**config.mk**
```make
export PLATFORM = sky130hd
export DESIGN_NAME = projection_bank
export DESIGN_NICKNAME = d
export VERILOG_FILES = /design/src/verilog/snn_pkg.sv /design/src/verilog/synapse_lfsr.sv /design/src/verilog/projection_bank.sv
export SDC_FILE = /design/constraint.sdc
export NUM_CORES = 1
export LEC_CHECK = 0
export BUFFER_PORTS_ARGS = -buffer_cell sky130_fd_sc_hd__clkbuf_2
export CAP_MARGIN = 0
export CORE_AREA = 2 2 296 298
export DETAILED_ROUTE_END_ITERATION = 7
export DIE_AREA = 0 0 298 300
export PLACE_DENSITY = 0.68
export RECOVER_POWER = 25
export SYNTH_ARGS = -nofsm -noshare
export SYNTH_HDL_FRONTEND = slang
export SYNTH_SLANG_ARGS = --single-unit
```
**constraint.sdc**
```tcl
create_clock -name clk -period 1 [get_ports clk]
set_input_delay 0.1 -clock clk [delete_from_list [all_inputs] [get_ports clk]]
set_output_delay 0.1 -clock clk [all_outputs]
set_load 0.01 [all_outputs]
```
**src/verilog/snn_pkg.sv**
```systemverilog
/*
 * Shared constants and helper functions for the spiking network synapse
 * initializer: generator width, feedback polynomial, seed rule, LFSR step
 */
package snn_pkg;

  ////////////////////////////////////////
  // Generator constants
  ////////////////////////////////////////

  // Width of every generator state
  localparam int LFSR_W = 16;

  // Galois feedback mask, x^16 + x^14 + x^13 + x^11 + 1
  localparam logic [LFSR_W-1:0] LFSR_POLY = 16'hB400;

  // Odd multiplier that spreads neighbouring seeds apart
  localparam logic [LFSR_W-1:0] SEED_STEP = 16'h9E37;

  // Seed bases of the two feed-forward projections
  localparam logic [LFSR_W-1:0] SEED_BASE_HIDDEN = 16'h5C70;
  localparam logic [LFSR_W-1:0] SEED_BASE_OUTPUT = 16'hDB82;

  ////////////////////////////////////////
  // Seed rule and LFSR step
  ////////////////////////////////////////

  // Seed of synapse number index inside a projection
  // A zero state would lock the generator, so fall back to the base
  function automatic logic [LFSR_W-1:0] lfsr_seed(
    input logic [LFSR_W-1:0] base,
    input int                index
  );
    logic [31:0]       prod;
    logic [LFSR_W-1:0] seed;
    prod = 32'(index + 1) * 32'(SEED_STEP);
    seed = base ^ prod[LFSR_W-1:0];
    if (seed == '0)
    begin
      seed = base;
    end
    return seed;
  endfunction

  // One right-shift Galois step
  function automatic logic [LFSR_W-1:0] lfsr_step(
    input logic [LFSR_W-1:0] state
  );
    logic [LFSR_W-1:0] next;
    next = state >> 1;
    if (state[0])
    begin
      next = next ^ LFSR_POLY;
    end
    return next;
  endfunction

endpackage

```
**src/verilog/synapse_lfsr.sv**
```systemverilog
/*
 * Single synapse weight generator: a seeded Galois LFSR that steps once per
 * clock while active is high and presents a positive excitatory weight
 */
module synapse_lfsr #(
  parameter logic [snn_pkg::LFSR_W-1:0] SEED     = 16'h0001,
  parameter int                         WEIGHT_W = 16
) (
  input  logic                clk,
  input  logic                rst_n,
  input  logic                active,
  output logic [WEIGHT_W-1:0] weight
);

  ////////////////////////////////////////
  // Generator state
  ////////////////////////////////////////

  logic [snn_pkg::LFSR_W-1:0] state_q;

  // Seed on reset, advance only while enabled
  always_ff @(posedge clk or negedge rst_n)
  begin
    if (!rst_n)
    begin
      state_q <= SEED;
    end
    else if (active)
    begin
      state_q <= snn_pkg::lfsr_step(state_q);
    end
  end

  ////////////////////////////////////////
  // Weight output
  ////////////////////////////////////////

  // Sign bit cleared so the weight is always excitatory
  assign weight = {1'b0, state_q[WEIGHT_W-2:0]};

  ////////////////////////////////////////
  // Checks
  ////////////////////////////////////////

  // A zero state never recovers, so the seed and every step must avoid it
  a_state_nonzero : assert property (
    @(posedge clk) disable iff (!rst_n)
    state_q != '0
  ) else $error("synapse_lfsr: generator state reached zero");

endmodule

```
**src/verilog/projection_bank.sv**
```systemverilog
/*
 * Feed-forward projection between two layers: one weight generator per
 * (source, target) pair, packed source-major onto a flat weight bus
 */
module projection_bank #(
  parameter int                         N_SRC     = 6,
  parameter int                         N_DST     = 8,
  parameter logic [snn_pkg::LFSR_W-1:0] SEED_BASE = 16'h5C70,
  parameter int                         WEIGHT_W  = 16
) (
  input  logic                            clk,
  input  logic                            rst_n,
  input  logic                            active,
  output logic [N_SRC*N_DST*WEIGHT_W-1:0] weights
);

  localparam int N_SYN = N_SRC * N_DST;

  // Top bit of every slice, gathered for the sign check
  logic [N_SYN-1:0] sign_bits;

  ////////////////////////////////////////
  // Generator array
  ////////////////////////////////////////

  genvar s;
  genvar d;

  generate
    for (s = 0; s < N_SRC; s++)
    begin : g_src
      for (d = 0; d < N_DST; d++)
      begin : g_dst
        // Source-major synapse number, also used for the seed
        localparam int IDX = s * N_DST + d;

        synapse_lfsr #(
          .SEED     (snn_pkg::lfsr_seed(SEED_BASE, IDX)),
          .WEIGHT_W (WEIGHT_W)
        ) i_synapse_lfsr (
          .clk    (clk),
          .rst_n  (rst_n),
          .active (active),
          .weight (weights[IDX*WEIGHT_W +: WEIGHT_W])
        );

        assign sign_bits[IDX] = weights[IDX*WEIGHT_W + WEIGHT_W - 1];
      end
    end
  endgenerate

  ////////////////////////////////////////
  // Checks
  ////////////////////////////////////////

  // Every random weight of the projection stays excitatory
  a_sign_clear : assert property (
    @(posedge clk) disable iff (!rst_n)
    sign_bits == '0
  ) else $error("projection_bank: negative weight on the bus");

  // Bus holds still on idle cycles
  a_hold_idle : assert property (
    @(posedge clk) disable iff (!rst_n)
    !active |=> $stable(weights)
  ) else $error("projection_bank: weights changed while idle");

endmodule

```
==> impl_metrics.toml <==
[run_status]
status = "complete, but fails checks"
violations = "setup timing"

[layout]
largest_reg_flops = 768
multi_input_area_um2 = 9800
finalNetCount = 3418
fillers = 6734
stdcell_area_um2 = 46700
regArea_um2 = 19700
top_regs = "g_src.g_dst.i_synapse_lfsr.state_q (768)"
drive_gt1_share_pct = 63.8
area_growth_syn_to_layout_pct = 30.4
top_register = "g_src.g_dst.i_synapse_lfsr.state_q"
finish.utilization_pct = 54.1

[clock_network]
clkTransAtPathRegs_ps = 60
numCtsBuffers = 81
clkSinkCount = 768
clockRootBuffer = "clkbuf_16"
clockBufferDepth = 3
cts_tree = "done"
clkLatencyLatePin_ps = 620
cts.htree.levels = 3

[setup_path]
cp_data_arrival_time_ps = 1390
start_kind = "register"
crit_required_ps = 900
r2r_start = "g_src[0].g_dst[0].i_synapse_lfsr.state_q[0]"
cp_max_fo = 2
end_kind = "output pin"
cp-startpoint = "g_src[0].g_dst[0].i_synapse_lfsr.state_q[0]"
crit_type = "reg -> out"

[drt]
initialDrtViolationCount = 800
met3_length_um = 5580
vias = 21100
drc = 0
wl_met1_um = 33800
postRouteAntennaNets = 0
routed_via_density = 4.54
drt_pass1_iterations = 4
post_drt_wl_per_cell_um = 19.0
wl_met2_um = 45200
top_layer = "met4"
postRouteWirelength_um = 88000

[place]
place_ws_ps = -299
numPortBuffers = 722
gp_congestion = 0.831
hpwlAfterDp_um = 54700
place_area_um2 = 35800

[floorplan]
die_area_um2 = 89400
coreArea_um2 = 86200
die_x_um = 298
ios = 771
start_util_pct = 41.5
rows = 108
die_y_um = 300

[synth]
netlist_area_um2 = 35800
synth_compound_area_share_pct = 2.01
synth_top_family_by_area = "multiplexers"
ys_types = 11
synth-seq-cells = 768
synthMuxAreaShare_pct = 19.6
yosys.area_share.adder_pct = 0
avgSynthCellArea_um2 = 13.3
yosysWarnings = 0
synthXorXnorAreaFrac_pct = 3.52
yosysSeqAreaShare_pct = 55.0
synth_cells = 2694
synth-simple-area-share_pct = 1.51

[sta]
fin_worst_skew_ps = 22.5
setup_ws_ps = -488
fmax_mhz = 672
post-route-min-period_ps = 1490
rsz0062_at_grt = "true"
holdWs_ps = 102
drv_slew = 0
setup_violations = 1231
fin_tns_setup_ps = -287900
tightestPinTransition_ps = 635
hold_viol = 0
slew-limit-headroom_pct = 57.7
period_share_pct = 149

[job]
maxCapViolCount = 0

[worst_hold_path]
worstHoldStart = "active"
hp-class = "in -> reg"

[grt]
antenna_found_initial = 3
grt_pass1_wl_um = 129000
grt_pass1_vias = 22100
grt_max_degree = 72
track_usage_pct = 18.3
grt.overflow.total = 0

[power_and_ir_drop]
p_leak_uw = 0.0205
peakVddDrop_mv = 2.63
p_per_area_nw_per_um2 = 3860
[final cells by class]
class / instances / share of cell area, %
diodes: 2 / 0.0107
clock buffers: 114 / 4.82
clock inverters: 35 / 0.855
multi-input cells: 1104 / 21.0
flip-flops and latches: 768 / 42.3
well taps: 1155 / 3.10
repair buffers: 1460 / 27.9
[worst max-delay path: stages, from the launching register on]
cell     delay (ps)
dfstp_2         540
buf_12          130
buf_8           100
[worst paths after layout]
check                      depth (start not counted)                                           end  slack [ps]
setup reg to reg                                   4  g_src[0].g_dst[0].i_synapse_lfsr.state_q[12]        -240
max in group asynchronous                          4  g_src[1].g_dst[5].i_synapse_lfsr.state_q[11]        -230
setup / recovery                                   2                                    weights[0]        -490
min in group asynchronous                          2  g_src[3].g_dst[3].i_synapse_lfsr.state_q[12]         430
hold reg to reg                                    1  g_src[4].g_dst[6].i_synapse_lfsr.state_q[14]         490
hold / removal                                     3   g_src[1].g_dst[1].i_synapse_lfsr.state_q[1]         100
[synthesized netlist by cell type]
cell type / instances / area share, %
dfrtp_1: 388 / 27
mux2_1: 400 / 13
buf_6: 44 / 1.4
buf_2: 55 / 0.77
mux2_2: 224 / 7.0
xnor2_1: 144 / 3.5
nor2_1: 144 / 1.5
buf_4: 770 / 16
a21oi_1: 144 / 2.0
dfstp_2: 380 / 28
conb_1: 1 / 0.010
[power by group]
group	total, uW	leakage (uW)	internal [uW]	switching [uW]
Clock	30400	0.00131	17800	12500
Sequential	65700	0.00831	52500	13100
Combinational	84300	0.0109	50500	33800
[per-layer routing]
layer,global-route usage [%],vias to the layer above
li1,-,9584
met1,21.6,10700
met2,31.9,599
met3,4.88,177
met4,6.47,0
met5,0,-
[layout by cell type, fill, tap and decap left out, drive strengths merged]
master	Yosys	routed
nor2	144	144
diode	0	2
dfrtp	388	388
dlygate4sd3	0	4
mux2	624	624
bufinv	0	8
clkinv	0	20
dfstp	380	380
clkinvlp	0	2
xnor2	144	144
dlymetal6s2s	0	2
buf	869	1122
a21oi	144	144
conb	1	48
clkbuf	0	446
inv	0	5
[logic make-up after synthesis]
logic type,Yosys count
flip-flops,768
other,1
AO/OA/AOI/OAI,144
buffers and inverters,869
XOR/XNOR,144
multiplexers,624
AND/OR/NAND/NOR,144
[metrics by stage]
stage	power, uW	cells
after detailed placement	115000	3861
after CTS	169000	4581
after global placement	114000	3861
after floorplan	108000	2741
after global routing	189000	4636
final	180000	4638
[timing repair]
item                                    CTS  global route
gates resized for setup                 278           668
setup buffers                           566            55
pin swaps                                 2             1
endpoints found under the hold margin   591             0
hold buffers                              6             0
endpoints found under the setup margin  728           925
cloned                                    0             0
Note: power is estimated with default switching activity, not from simulation.
